### src/rtl/axi_mem_pkg.sv
// Shared widths and the burst length type; imported by the top level and the burst walker.
package axi_mem_pkg;

  // Width of the byte address on AW and AR.
  localparam int unsigned ADDR_WIDTH = 16;

  // Width of the AXI data bus.
  // Every beat uses the full width.
  localparam int unsigned DATA_WIDTH = 64;

  // Width of the transaction ID.
  localparam int unsigned ID_WIDTH = 4;

  // Number of narrow banks behind one beat.
  // Must divide DATA_WIDTH evenly, with at least one byte per bank.
  localparam int unsigned NUM_BANKS = 4;

  // Words per bank.
  // A power of two, so the word index wraps cleanly.
  localparam int unsigned BANK_DEPTH = 64;

  // AXI burst length, encoded as beats minus one.
  typedef logic [7:0] len_t;

endpackage

### src/rtl/mem_bank_if.sv
// Per-bank request and response wires shared by the splitter, one bank and the merger.
`timescale 1ns/1ps

interface mem_bank_if #(
  parameter int unsigned DATA_WIDTH = 0,
  parameter int unsigned NUM_BANKS  = 0,
  parameter int unsigned BANK_DEPTH = 0
);

  // One bank holds one slice of a beat.
  localparam int unsigned SLICE_WIDTH = DATA_WIDTH / NUM_BANKS;
  localparam int unsigned SLICE_STRB  = SLICE_WIDTH / 8;
  localparam int unsigned IDX_WIDTH   = $clog2(BANK_DEPTH);

  // Request side, a one-cycle pulse per access.
  logic                   req;
  logic [IDX_WIDTH-1:0]   addr;
  logic [SLICE_WIDTH-1:0] wdata;
  logic [SLICE_STRB-1:0]  strb;
  logic                   we;

  // Response side, one rvalid for every req.
  logic                   rvalid;
  logic [SLICE_WIDTH-1:0] rdata;

  modport splitter (output req, addr, wdata, strb, we);
  modport bank     (input req, addr, wdata, strb, we, output rvalid, rdata);
  modport merger   (input rvalid, rdata);

endinterface

### src/rtl/axi_burst_walker.sv
// Accepts AXI AW, W and AR bursts and steps through them one full-width beat at a time.
`timescale 1ns/1ps

module axi_burst_walker import axi_mem_pkg::*; #(
  parameter int unsigned ADDR_WIDTH = 0,
  parameter int unsigned DATA_WIDTH = 0,
  parameter int unsigned ID_WIDTH   = 0
) (
  input  logic                    clk_i,
  input  logic                    reset_i,
  input  logic                    aw_valid_i,
  output logic                    aw_ready_o,
  input  logic [ADDR_WIDTH-1:0]   aw_addr_i,
  input  len_t                    aw_len_i,
  input  logic [ID_WIDTH-1:0]     aw_id_i,
  input  logic                    w_valid_i,
  output logic                    w_ready_o,
  input  logic [DATA_WIDTH-1:0]   w_data_i,
  input  logic [DATA_WIDTH/8-1:0] w_strb_i,
  input  logic                    w_last_i,
  input  logic                    ar_valid_i,
  output logic                    ar_ready_o,
  input  logic [ADDR_WIDTH-1:0]   ar_addr_i,
  input  len_t                    ar_len_i,
  input  logic [ID_WIDTH-1:0]     ar_id_i,
  output logic                    beat_valid_o,
  input  logic                    beat_ready_i,
  output logic [ADDR_WIDTH-1:0]   beat_addr_o,
  output logic                    beat_we_o,
  output logic [DATA_WIDTH-1:0]   beat_wdata_o,
  output logic [DATA_WIDTH/8-1:0] beat_strb_o,
  output logic                    beat_last_o,
  output logic [ID_WIDTH-1:0]     beat_id_o,
  output logic                    busy_o
);

  // Address step per beat, always the full bus width.
  localparam int unsigned BEAT_BYTES = DATA_WIDTH / 8;

  logic                  active_q;
  logic                  last_write_q;
  logic                  is_write_q;
  logic [ADDR_WIDTH-1:0] addr_q;
  len_t                  cnt_q;
  logic [ID_WIDTH-1:0]   id_q;
  logic                  pick_write;
  logic                  beat_fire;

  // Take a write unless a read also waits and the last burst was a write.
  // This alternates the two kinds under contention.
  assign pick_write = aw_valid_i && (!ar_valid_i || !last_write_q);
  assign aw_ready_o = !active_q && pick_write;
  assign ar_ready_o = !active_q && ar_valid_i && !pick_write;

  // Write beats also need data on W.
  assign beat_valid_o = active_q && (!is_write_q || w_valid_i);
  assign w_ready_o    = active_q && is_write_q && beat_ready_i;
  assign beat_fire    = beat_valid_o && beat_ready_i;

  assign beat_addr_o  = addr_q;
  assign beat_we_o    = is_write_q;
  assign beat_wdata_o = w_data_i;
  assign beat_strb_o  = w_strb_i;
  assign beat_id_o    = id_q;
  // Writes end on the master's WLAST, reads on the beat counter.
  assign beat_last_o  = is_write_q ? w_last_i : (cnt_q == '0);
  assign busy_o       = active_q;

  // Burst ownership and arbitration history.
  always_ff @(posedge clk_i) begin
    if (reset_i) begin
      active_q     <= 1'b0;
      last_write_q <= 1'b0;
    end else if (!active_q) begin
      if (aw_ready_o) begin
        active_q     <= 1'b1;
        last_write_q <= 1'b1;
      end else if (ar_ready_o) begin
        active_q     <= 1'b1;
        last_write_q <= 1'b0;
      end
    end else if (beat_fire && beat_last_o) begin
      active_q <= 1'b0;
    end
  end

  // Burst payload, loaded on the AW or AR handshake.
  always_ff @(posedge clk_i) begin
    if (aw_ready_o) begin
      addr_q     <= aw_addr_i;
      cnt_q      <= aw_len_i;
      id_q       <= aw_id_i;
      is_write_q <= 1'b1;
    end else if (ar_ready_o) begin
      addr_q     <= ar_addr_i;
      cnt_q      <= ar_len_i;
      id_q       <= ar_id_i;
      is_write_q <= 1'b0;
    end else if (beat_fire) begin
      // INCR only.
      addr_q <= addr_q + ADDR_WIDTH'(BEAT_BYTES);
      cnt_q  <= cnt_q - 1'b1;
    end
  end

endmodule

### src/rtl/bank_splitter.sv
// Cuts each full-width beat into per-bank requests and tells the merger which banks will answer.
`timescale 1ns/1ps

module bank_splitter #(
  parameter int unsigned ADDR_WIDTH = 0,
  parameter int unsigned DATA_WIDTH = 0,
  parameter int unsigned ID_WIDTH   = 0,
  parameter int unsigned NUM_BANKS  = 0,
  parameter int unsigned BANK_DEPTH = 0,
  parameter bit          HIDE_STRB  = 1'b0
) (
  input  logic                    clk_i,
  input  logic                    reset_i,
  input  logic                    beat_valid_i,
  output logic                    beat_ready_o,
  input  logic [ADDR_WIDTH-1:0]   beat_addr_i,
  input  logic                    beat_we_i,
  input  logic [DATA_WIDTH-1:0]   beat_wdata_i,
  input  logic [DATA_WIDTH/8-1:0] beat_strb_i,
  input  logic                    beat_last_i,
  input  logic [ID_WIDTH-1:0]     beat_id_i,
  input  logic                    merger_idle_i,
  output logic                    exp_valid_o,
  output logic [NUM_BANKS-1:0]    exp_mask_o,
  output logic                    exp_we_o,
  output logic                    exp_last_o,
  output logic [ID_WIDTH-1:0]     exp_id_o,
  mem_bank_if.splitter            bank_o [NUM_BANKS]
);

  localparam int unsigned SLICE_WIDTH = DATA_WIDTH / NUM_BANKS;
  localparam int unsigned SLICE_STRB  = SLICE_WIDTH / 8;
  localparam int unsigned IDX_WIDTH   = $clog2(BANK_DEPTH);
  // Byte offset bits inside one beat.
  localparam int unsigned OFFS        = $clog2(DATA_WIDTH / 8);

  logic                    issue_q;
  logic [NUM_BANKS-1:0]    req_d;
  logic [NUM_BANKS-1:0]    req_q;
  logic [IDX_WIDTH-1:0]    idx_q;
  logic [DATA_WIDTH-1:0]   wdata_q;
  logic [DATA_WIDTH/8-1:0] strb_q;
  logic                    we_q;
  logic                    last_q;
  logic [ID_WIDTH-1:0]     id_q;
  logic                    beat_fire;

  // One beat in flight.
  // The issue cycle is blocked too, since the merger only turns busy after it.
  assign beat_ready_o = merger_idle_i && !issue_q;
  assign beat_fire    = beat_valid_i && beat_ready_o;

  // Reads hit every bank.
  // Writes may skip banks whose strobe slice is empty.
  always_comb begin
    for (int b = 0; b < NUM_BANKS; b++) begin
      req_d[b] = !beat_we_i || !HIDE_STRB || (|beat_strb_i[b*SLICE_STRB +: SLICE_STRB]);
    end
  end

  // Request pulse and merger notification, both one cycle long.
  always_ff @(posedge clk_i) begin
    if (reset_i) begin
      issue_q <= 1'b0;
      req_q   <= '0;
    end else begin
      issue_q <= beat_fire;
      req_q   <= beat_fire ? req_d : '0;
    end
  end

  // Beat payload held for the issue cycle.
  always_ff @(posedge clk_i) begin
    if (beat_fire) begin
      idx_q   <= beat_addr_i[OFFS +: IDX_WIDTH];
      wdata_q <= beat_wdata_i;
      strb_q  <= beat_strb_i;
      we_q    <= beat_we_i;
      last_q  <= beat_last_i;
      id_q    <= beat_id_i;
    end
  end

  assign exp_valid_o = issue_q;
  assign exp_mask_o  = req_q;
  assign exp_we_o    = we_q;
  assign exp_last_o  = last_q;
  assign exp_id_o    = id_q;

  // Every bank sees the same word index.
  for (genvar g = 0; g < NUM_BANKS; g++) begin : gen_bank_req
    assign bank_o[g].req   = req_q[g];
    assign bank_o[g].addr  = idx_q;
    assign bank_o[g].wdata = wdata_q[g*SLICE_WIDTH +: SLICE_WIDTH];
    assign bank_o[g].strb  = strb_q[g*SLICE_STRB +: SLICE_STRB];
    assign bank_o[g].we    = we_q;
  end

endmodule

### src/rtl/mem_bank.sv
// One narrow on-chip storage bank with byte enables and a fixed one-cycle response.
`timescale 1ns/1ps

module mem_bank #(
  parameter int unsigned DATA_WIDTH = 0,
  parameter int unsigned NUM_BANKS  = 0,
  parameter int unsigned BANK_DEPTH = 0
) (
  input  logic     clk_i,
  input  logic     reset_i,
  mem_bank_if.bank port_io
);

  localparam int unsigned SLICE_WIDTH = DATA_WIDTH / NUM_BANKS;
  localparam int unsigned SLICE_STRB  = SLICE_WIDTH / 8;

  logic [SLICE_WIDTH-1:0] mem_q [BANK_DEPTH];
  logic                   rvalid_q;
  logic [SLICE_WIDTH-1:0] rdata_q;

  // Every access answers one cycle later, writes included.
  always_ff @(posedge clk_i) begin
    if (reset_i) begin
      rvalid_q <= 1'b0;
    end else begin
      rvalid_q <= port_io.req;
    end
  end

  // Storage and read port.
  always_ff @(posedge clk_i) begin
    if (port_io.req) begin
      if (port_io.we) begin
        // Byte lanes with a clear strobe keep their old value.
        for (int b = 0; b < SLICE_STRB; b++) begin
          if (port_io.strb[b]) begin
            mem_q[port_io.addr][8*b +: 8] <= port_io.wdata[8*b +: 8];
          end
        end
      end else begin
        rdata_q <= mem_q[port_io.addr];
      end
    end
  end

  assign port_io.rvalid = rvalid_q;
  assign port_io.rdata  = rdata_q;

endmodule

### src/rtl/resp_merger.sv
// Gathers bank answers for one beat and presents them as an AXI R beat or B response.
`timescale 1ns/1ps

module resp_merger #(
  parameter int unsigned DATA_WIDTH = 0,
  parameter int unsigned ID_WIDTH   = 0,
  parameter int unsigned NUM_BANKS  = 0
) (
  input  logic                  clk_i,
  input  logic                  reset_i,
  input  logic                  exp_valid_i,
  input  logic [NUM_BANKS-1:0]  exp_mask_i,
  input  logic                  exp_we_i,
  input  logic                  exp_last_i,
  input  logic [ID_WIDTH-1:0]   exp_id_i,
  mem_bank_if.merger            bank_i [NUM_BANKS],
  output logic                  merger_idle_o,
  output logic                  r_valid_o,
  input  logic                  r_ready_i,
  output logic [DATA_WIDTH-1:0] r_data_o,
  output logic [ID_WIDTH-1:0]   r_id_o,
  output logic                  r_last_o,
  output logic                  b_valid_o,
  input  logic                  b_ready_i,
  output logic [ID_WIDTH-1:0]   b_id_o
);

  localparam int unsigned SLICE_WIDTH = DATA_WIDTH / NUM_BANKS;

  typedef enum logic [1:0] {
    IDLE,
    COLLECT,
    RESP
  } state_e;

  state_e                                 state_q;
  logic [NUM_BANKS-1:0]                   pend_q;
  logic [NUM_BANKS-1:0]                   rvalid_vec;
  logic [NUM_BANKS-1:0][SLICE_WIDTH-1:0]  rdata_vec;
  logic [NUM_BANKS-1:0][SLICE_WIDTH-1:0]  data_q;
  logic                                   we_q;
  logic                                   last_q;
  logic [ID_WIDTH-1:0]                    id_q;
  logic                                   all_done;
  logic                                   resp_fire;

  // Flatten the bank answers.
  for (genvar g = 0; g < NUM_BANKS; g++) begin : gen_bank_rsp
    assign rvalid_vec[g] = bank_i[g].rvalid;
    assign rdata_vec[g]  = bank_i[g].rdata;
  end

  // Done once every outstanding bank has answered, now or earlier.
  assign all_done  = (pend_q & ~rvalid_vec) == '0;
  assign resp_fire = (r_valid_o && r_ready_i) || (b_valid_o && b_ready_i);

  assign merger_idle_o = (state_q == IDLE);
  assign r_valid_o     = (state_q == RESP) && !we_q;
  assign b_valid_o     = (state_q == RESP) && we_q;
  assign r_data_o      = data_q;
  assign r_id_o        = id_q;
  assign r_last_o      = last_q;
  assign b_id_o        = id_q;

  always_ff @(posedge clk_i) begin
    if (reset_i) begin
      state_q <= IDLE;
      pend_q  <= '0;
    end else begin
      case (state_q)
        IDLE: begin
          if (exp_valid_i) begin
            state_q <= COLLECT;
            pend_q  <= exp_mask_i;
          end
        end
        COLLECT: begin
          pend_q <= pend_q & ~rvalid_vec;
          if (all_done) begin
            // Inner write beats need no response.
            state_q <= (we_q && !last_q) ? IDLE : RESP;
          end
        end
        RESP: begin
          // Held here under back-pressure.
          if (resp_fire) begin
            state_q <= IDLE;
          end
        end
        default: state_q <= IDLE;
      endcase
    end
  end

  // Beat attributes and read data slices.
  always_ff @(posedge clk_i) begin
    if (state_q == IDLE && exp_valid_i) begin
      we_q   <= exp_we_i;
      last_q <= exp_last_i;
      id_q   <= exp_id_i;
    end
    if (state_q == COLLECT) begin
      for (int b = 0; b < NUM_BANKS; b++) begin
        if (rvalid_vec[b]) begin
          data_q[b] <= rdata_vec[b];
        end
      end
    end
  end

endmodule

### src/rtl/axi_to_mem_top.sv
// AXI4 subordinate top level that stores INCR bursts across several narrow banks.
`timescale 1ns/1ps

module axi_to_mem_top import axi_mem_pkg::*; #(
  parameter int unsigned ADDR_WIDTH = axi_mem_pkg::ADDR_WIDTH,
  parameter int unsigned DATA_WIDTH = axi_mem_pkg::DATA_WIDTH,
  parameter int unsigned ID_WIDTH   = axi_mem_pkg::ID_WIDTH,
  parameter int unsigned NUM_BANKS  = axi_mem_pkg::NUM_BANKS,
  parameter int unsigned BANK_DEPTH = axi_mem_pkg::BANK_DEPTH,
  parameter bit          HIDE_STRB  = 1'b1
) (
  input  logic                    clk_i,
  input  logic                    reset_i,
  input  logic                    aw_valid_i,
  output logic                    aw_ready_o,
  input  logic [ADDR_WIDTH-1:0]   aw_addr_i,
  input  len_t                    aw_len_i,
  input  logic [ID_WIDTH-1:0]     aw_id_i,
  input  logic                    w_valid_i,
  output logic                    w_ready_o,
  input  logic [DATA_WIDTH-1:0]   w_data_i,
  input  logic [DATA_WIDTH/8-1:0] w_strb_i,
  input  logic                    w_last_i,
  input  logic                    ar_valid_i,
  output logic                    ar_ready_o,
  input  logic [ADDR_WIDTH-1:0]   ar_addr_i,
  input  len_t                    ar_len_i,
  input  logic [ID_WIDTH-1:0]     ar_id_i,
  output logic                    r_valid_o,
  input  logic                    r_ready_i,
  output logic [DATA_WIDTH-1:0]   r_data_o,
  output logic [ID_WIDTH-1:0]     r_id_o,
  output logic                    r_last_o,
  output logic                    b_valid_o,
  input  logic                    b_ready_i,
  output logic [ID_WIDTH-1:0]     b_id_o,
  output logic                    busy_o
);

  // Walker to splitter.
  logic                    beat_valid;
  logic                    beat_ready;
  logic [ADDR_WIDTH-1:0]   beat_addr;
  logic                    beat_we;
  logic [DATA_WIDTH-1:0]   beat_wdata;
  logic [DATA_WIDTH/8-1:0] beat_strb;
  logic                    beat_last;
  logic [ID_WIDTH-1:0]     beat_id;

  // Splitter to merger.
  logic                    exp_valid;
  logic [NUM_BANKS-1:0]    exp_mask;
  logic                    exp_we;
  logic                    exp_last;
  logic [ID_WIDTH-1:0]     exp_id;
  logic                    merger_idle;

  // One bus per bank.
  mem_bank_if #(
    .DATA_WIDTH (DATA_WIDTH),
    .NUM_BANKS  (NUM_BANKS),
    .BANK_DEPTH (BANK_DEPTH)
  ) bank_bus [NUM_BANKS] ();

  axi_burst_walker #(
    .ADDR_WIDTH (ADDR_WIDTH),
    .DATA_WIDTH (DATA_WIDTH),
    .ID_WIDTH   (ID_WIDTH)
  ) i_walker (
    .clk_i, .reset_i,
    .aw_valid_i, .aw_ready_o, .aw_addr_i, .aw_len_i, .aw_id_i,
    .w_valid_i, .w_ready_o, .w_data_i, .w_strb_i, .w_last_i,
    .ar_valid_i, .ar_ready_o, .ar_addr_i, .ar_len_i, .ar_id_i,
    .beat_valid_o (beat_valid),
    .beat_ready_i (beat_ready),
    .beat_addr_o  (beat_addr),
    .beat_we_o    (beat_we),
    .beat_wdata_o (beat_wdata),
    .beat_strb_o  (beat_strb),
    .beat_last_o  (beat_last),
    .beat_id_o    (beat_id),
    .busy_o
  );

  bank_splitter #(
    .ADDR_WIDTH (ADDR_WIDTH),
    .DATA_WIDTH (DATA_WIDTH),
    .ID_WIDTH   (ID_WIDTH),
    .NUM_BANKS  (NUM_BANKS),
    .BANK_DEPTH (BANK_DEPTH),
    .HIDE_STRB  (HIDE_STRB)
  ) i_splitter (
    .clk_i, .reset_i,
    .beat_valid_i  (beat_valid),
    .beat_ready_o  (beat_ready),
    .beat_addr_i   (beat_addr),
    .beat_we_i     (beat_we),
    .beat_wdata_i  (beat_wdata),
    .beat_strb_i   (beat_strb),
    .beat_last_i   (beat_last),
    .beat_id_i     (beat_id),
    .merger_idle_i (merger_idle),
    .exp_valid_o   (exp_valid),
    .exp_mask_o    (exp_mask),
    .exp_we_o      (exp_we),
    .exp_last_o    (exp_last),
    .exp_id_o      (exp_id),
    .bank_o        (bank_bus)
  );

  for (genvar g = 0; g < NUM_BANKS; g++) begin : gen_bank
    mem_bank #(
      .DATA_WIDTH (DATA_WIDTH),
      .NUM_BANKS  (NUM_BANKS),
      .BANK_DEPTH (BANK_DEPTH)
    ) i_bank (
      .clk_i, .reset_i,
      .port_io (bank_bus[g])
    );
  end

  resp_merger #(
    .DATA_WIDTH (DATA_WIDTH),
    .ID_WIDTH   (ID_WIDTH),
    .NUM_BANKS  (NUM_BANKS)
  ) i_merger (
    .clk_i, .reset_i,
    .exp_valid_i   (exp_valid),
    .exp_mask_i    (exp_mask),
    .exp_we_i      (exp_we),
    .exp_last_i    (exp_last),
    .exp_id_i      (exp_id),
    .bank_i        (bank_bus),
    .merger_idle_o (merger_idle),
    .r_valid_o, .r_ready_i, .r_data_o, .r_id_o, .r_last_o,
    .b_valid_o, .b_ready_i, .b_id_o
  );

endmodule

### config.mk
export PLATFORM = sky130hd
export DESIGN_NAME = axi_to_mem_top
export DESIGN_NICKNAME = d
export VERILOG_FILES = /design/src/rtl/axi_mem_pkg.sv /design/src/rtl/mem_bank_if.sv /design/src/rtl/axi_burst_walker.sv /design/src/rtl/bank_splitter.sv /design/src/rtl/mem_bank.sv /design/src/rtl/resp_merger.sv /design/src/rtl/axi_to_mem_top.sv
export SDC_FILE = /design/constraint.sdc
export NUM_CORES = 2
export LEC_CHECK = 0
export BUFFER_PORTS_ARGS = -buffer_cell sky130_fd_sc_hd__buf_2
export CELL_PAD_IN_SITES_DETAIL_PLACEMENT = 0
export CELL_PAD_IN_SITES_GLOBAL_PLACEMENT = 1
export CORE_ASPECT_RATIO = 0.8
export CORE_UTILIZATION = 54
export DETAILED_ROUTE_END_ITERATION = 16
export HOLD_SLACK_MARGIN = 0.15
export PLACE_DENSITY_LB_ADDON = 0.25
export SLEW_MARGIN = 5
export SYNTH_ARGS = -nofsm -noshare
export SYNTH_HDL_FRONTEND = slang
export SYNTH_SLANG_ARGS = --single-unit
### constraint.sdc
create_clock -name clk_i -period 3.7 [get_ports clk_i]
set_input_delay 0.185 -clock clk_i [delete_from_list [all_inputs] [get_ports clk_i]]
set_output_delay 0.185 -clock clk_i [all_outputs]
set_load 0.02 [all_outputs]
; ---- After elaboration in Yosys (flattened, before gate mapping)
; Memory sizes are Yosys's and may differ from the RTL's. A register that Yosys moved wholly into a read port is not among the register bits.
; Cells that the tools add are included.
[word_totals]
register_bits = 200
mem_bits_rw = 4096
in_bits = 136
out_inout_bits = 79
word_cells = 150
memories = 4
[memory_table]
columns = name, depth, word_bits, rd, rd_ports_with_merged_regs, wr, line_no
row1 = gen_bank[0].i_bank.mem_q, 64, 16, 1, 1, 1, mem_bank.sv:17  ; logic [SLICE_WIDTH-1:0] mem_q [BANK_DEPTH];
row2 = gen_bank[1].i_bank.mem_q, 64, 16, 1, 1, 1, mem_bank.sv:17
row3 = gen_bank[2].i_bank.mem_q, 64, 16, 1, 1, 1, mem_bank.sv:17
row4 = gen_bank[3].i_bank.mem_q, 64, 16, 1, 1, 1, mem_bank.sv:17
[op_classes]
n_addsub = 2
eq_ne = 5
mux = 54
n_bitwise = 5
reduce_logical = 53
[ops]
columns = op, count
row1 = $mux W16, 3
row2 = $mux W1, 39
row3 = $mux W8, 3
row4 = $reduce_and A2 Y1, 10
row5 = $add A16 B4 Y16 const B, 1
row6 = $logic_and A1 B1 Y1, 16
row7 = $mux W4, 3
row8 = $reduce_or A2 Y1, 5
row9 = $logic_not A1 Y1, 8
row10 = $logic_not A8 Y1, 1
row11 = $mux W2, 4
row12 = $pmux W4 S2, 1
row13 = $sub A8 B1 Y8 const B, 1
row14 = $logic_or A1 B1 Y1, 7
row15 = $pmux W2 S3, 1
row16 = $and A4 B4 Y4, 1
row17 = $logic_not A4 Y1, 1
row18 = $ne A2 B1 Y1 const B, 2
row19 = $not A4 Y4, 1
row20 = $reduce_bool A2 Y1, 2
row21 = $not A1 Y1, 3
row22 = $reduce_and A3 Y1, 1
row23 = $reduce_bool A3 Y1, 1
row24 = $eq A2 B1 Y1 const B, 1
row25 = 3 further kinds, 3

; ---- Depth between registers and ports, before layout
[logic_depth]
word_depth = 8
ltp_mapped = 12
mapped_depth_nobuf = 7

; ---- Hierarchy
; Synthesis repeated with hierarchy kept, for this count alone.
[unflattened]
cells_unflattened = 9723
area_unflattened_um2 = 168813.2
[modules_own_cells]
columns = module, n_inst, cells_per_inst, area_per_inst_um2, seq_area_each_um2
row1 = mem_bank, 4, 2306, 40248.6, 31250.0
row2 = bank_splitter, 1, 127, 2900.3, 2622.5
row3 = resp_merger, 1, 122, 2542.4, 2222.1
row4 = axi_burst_walker, 1, 250, 2376.0, 900.9

; ---- Worst setup path after synthesis
; Ideal clock, no wire load.
[synth_timing]
kind = register to register
start = register i_walker.active_q (netlist: i_walker.busy_o)
end = register i_splitter.idx_q[0] (netlist: i_splitter.bank_o[0].addr[0]), enable pin
setup_ps = 438
t_arrival_ps = 2582
required_time_ps = 3262
setup_slack_ps = 680
path_stages_with_launch = 4
n_path_buf = 0
period_less_slack_ps = 3020
path_cell_list = dfxtp_1 -> nor4b_1 -> o21ai_0 -> inv_1
[synth_between]
elab_chain_cells = 2
[synth_rtl]
columns = element, line_no
row1 = "start, declared", axi_burst_walker.sv:40  ; logic active_q;
row2 = "start signal, assigned", axi_burst_walker.sv:72  ; active_q <= 1'b0;
row3 = "start signal, assigned", axi_burst_walker.sv:76  ; active_q <= 1'b1;
row4 = "start signal, assigned", axi_burst_walker.sv:79  ; active_q <= 1'b1;
row5 = $logic_and A1 B1 Y1, axi_burst_walker.sv:56  ; assign beat_valid_o = active_q && (!is_write_q || w_valid_i);
row6 = $logic_and A1 B1 Y1, bank_splitter.sv:51  ; assign beat_fire = beat_valid_i && beat_ready_o;
row7 = via i_splitter.beat_fire, bank_splitter.sv:46  ; logic beat_fire;
row8 = "end signal, assigned", bank_splitter.sv:75  ; idx_q <= beat_addr_i[OFFS +: IDX_WIDTH];
row9 = "end, declared", bank_splitter.sv:40  ; logic [IDX_WIDTH-1:0] idx_q;
; The timed path passes the listed nets, and every way through them passes these cells.
; A chain may end at the register's enable or synchronous reset.

; ---- Worst setup path after layout
[layout_timing]
start = register i_splitter.idx_q[2] (netlist: i_splitter.bank_o[0].addr[2])
end = memory gen_bank[3].i_bank.mem_q[11][14] (netlist name), enable pin
[layout_lines]
columns = element, line_no
row1 = "end, declared", mem_bank.sv:17
; Straight into the memory's write port.

==> reports/results.ini <==
[run_status]
outcome = finished, violations left
violations = setup timing

[timing]
clock.fmax_ghz = 0.2636
hold_viol = 0
hold_slack_ns = 0.2003
layout_setup_ws_ns = -0.09392
fin_skew_ns = 0.07954
finalCritPeriodShare_pct = 102.5
report.final.slew_viol_count = 0
setup_violations = 86
slew_headroom_pct = 9.925
fin_crit_ns = 3.794
rsz0062_at_grt = no
worst_pin_slew_ns = 1.348

[clock_network]
cts-root-buf = clkbuf_16
post_cts_buffers = 0
cts_tree = done
cts.sinks = 4350
cts_made_buffers = 411
worst_skew_pair.late_latency_ns = 0.96
clk_path_buf_depth = 4
clk_pin_slew_ns = 0.07
h-tree-depth = 5

[route]
route.detailed.drc = 0
ant_nets = 0
num_vias = 101009
avgViaCountPerCell = 6.810
wl_per_cell_um = 36.91
drtPass1Iterations = 7
drt_iter0_markers = 17111
wirelength_um = 547500

[grt]
grt_use_total_pct = 35.42
antenna_found_initial = 60
grt_pass1_vias = 95794
gr-total-overflow = 0
grt_pass1_wl_um = 749900
grt_max_degree = 108

[setup_path]
critical_path.max_fanout = 26
start_kind = flip-flop
crit_arrival_ns = 4.41
required_ns = 4.32
end_kind = flip-flop
r2r_slack_ns = -0.09
path_class = reg -> reg

[synthesis]
synth.top_cells.by_count = 4332 x edfxtp_1, 797 x nor2_1, 600 x a22oi_1, 592 x a221oi_1, 400 x mux2i_1
synth_top_area_share_pct = 79.18
ys_ff_latch = 4350
yosysWarnings = 0
syn_inst = 9463
async_flop_share_pct = 0
synth.distinct_cells = 68
synthesis.nets = 9601
synth.area.top_cells = edfxtp_1 79%, a221oi_1 3.2%, a22oi_1 2.7%, mux2i_1 2.4%, nor2_1 1.8%
seq_area_frac_synth_pct = 79.40
dominantRegCellSynth = edfxtp_1
synth_area_um2 = 164300
avgSynthCellArea_um2 = 17.36
yosysTopAreaCell = edfxtp_1
yosysMostFrequentCell = edfxtp_1
synth_edf_count = 4332

[floorplan]
coreArea_um2 = 301600
die_w_um = 618.7
die_area_um2 = 306500
die_h_um = 495.4
start_util_pct = 54.48
ioPinCount = 215
num_rows = 180

[cells_and_area]
finish.net_count = 10603
syn_to_final_growth_pct = 15.84
fin_area_um2 = 190300
drive_gt1_share_pct = 17.29

[hold_path]
hold_class = in -> reg

[place]
placed_area_um2 = 175000
place_hpwl_um = 352800
port_buffers = 194
gp_congestion = 0.9263

[pwr]
vdd_drop_max_v = 0.0005078
p_per_area_nw_per_um2 = 574.2
power_leakage_nw = 61.06

[job]
cap_violations = 0

cells by family after synthesis:
| group | share of synthesized area, % |
|---|---|
| flops | 79.40 |
| mux | 4.281 |
| compound gates | 11.11 |
| simple gates | 3.253 |
| buf+inv | 1.886 |
| fa+ha+maj | 0.01523 |
| xor+xnor | 0.05331 |
worst max-delay path, stage by stage, from the launching register on:
cell and delay (ns):
edfxtp_1 0.47, buf_12 0.24, and3b_4 0.62, buf_4 0.42
nand2_1 0.52, buf_4 0.38, nor2_1 0.47, buf_4 0.33
through the flow:
stage	power [mW]	setup slack, ns	util (%)	setup TNS, ns	instances
after detailed placement	68.63	-0.1084	58.05	-1.516	13823
after CTS	108.9	0.04491	63.07	0	14788
final	109.3	-0.09392	63.11	-3.290	14833
after global routing	111.5	0.006271	63.09	0	14805
after floorplan	62.77	0.6803	-	0	9463
after global placement	68.44	-0.01861	58.04	-0.01861	13822
what timing repair did:
action	CTS	global route
endpoints found under the setup margin	33	17
hold endpoints to repair	139	0
hold buffers	233	0
gates resized for setup	3	7
power by group:
group / internal (mW) / leakage, nW / switching (mW) / total (mW)
Clock: 22.9 / 6.23 / 18.0 / 41.0
Sequential: 55.0 / 39.1 / 0.305 / 55.3
Combinational: 3.90 / 15.7 / 9.08 / 13.0
Total: 81.9 / 61.1 / 27.4 / 109
sequential cells by signal, summed over array words and instances, names as in the netlist, 2 cells and up:
name                            flops
gen_bank.i_bank.port_io.rvalid      4
i_splitter.strb_q                   8
i_walker.beat_id_o                  4
i_splitter.exp_id_o                 4
i_walker.beat_addr_o                6
i_merger.r_data_o                  64
i_merger.b_id_o                     4
i_merger.pend_q                     4
gen_bank.i_bank.mem_q            4096
i_splitter.exp_mask_o               4
i_walker.cnt_q                      8
i_merger.state_q                    2
gen_bank.i_bank.port_io.rdata      64
i_splitter.bank_o.addr              6
i_splitter.wdata_q                 64
metal layers:
metal	part of all wire (%)	vias up	track usage [%]
met3	15	1228	11.43
met4	5.9	60	18.60
met5	0.10	-	0.3269
met2	42	7466	49.70
li1	-	40915	-
met1	37	51340	49.65
area by class of cell:
type	count	area, µm²
clock buffers	513	10870
repair buffers	1293	10820
clock inverters	219	1937
inverters	16	77.57
diodes	45	112.6
flip-flops and latches	4350	130400
well taps	4004	5010
fillers	20974	111200
multi-input cells	4393	31050
path summary, 6_finish.rpt:
kind	startpoint	endpoint	cells past startpoint
worst max-delay path	i_splitter.bank_o[0].addr[2]	gen_bank[3].i_bank.mem_q[11][14]	7
worst min-delay path	ar_len_i[5]	i_walker.cnt_q[5]	4
worst max register to register	i_splitter.bank_o[0].addr[2]	gen_bank[3].i_bank.mem_q[11][14]	7
worst min register to register	gen_bank[1].i_bank.port_io.rdata[6]	i_merger.r_data_o[22]	0
placed cells by master (no fill, tap or decap), drive strengths merged, types with 8 or more instances in the layout:
cell type,n
edfxtp,4332
buf,1060
nor2,801
a22oi,600
a221oi,596
clkbuf,513
mux2i,400
a21oi,318
o21ai,292
o22ai,276
dlygate4sd3,233
nand2,205
clkinv,162
mux2,101
a22o,100
mux4,84
nand3,84
a31oi,72
a211oi,58
o211ai,57
diode,45
a211o,44
nand4,36
a222oi,35
nor3,34
bufinv,31
inv,27
a2111oi,26
or4,23
a311o,21
dfxtp,18
clkinvlp,15
nor2b,15
or4b,12
nand2b,10
o221ai,9
or3,8
and2,8
Power figures use the tool's default switching activity.
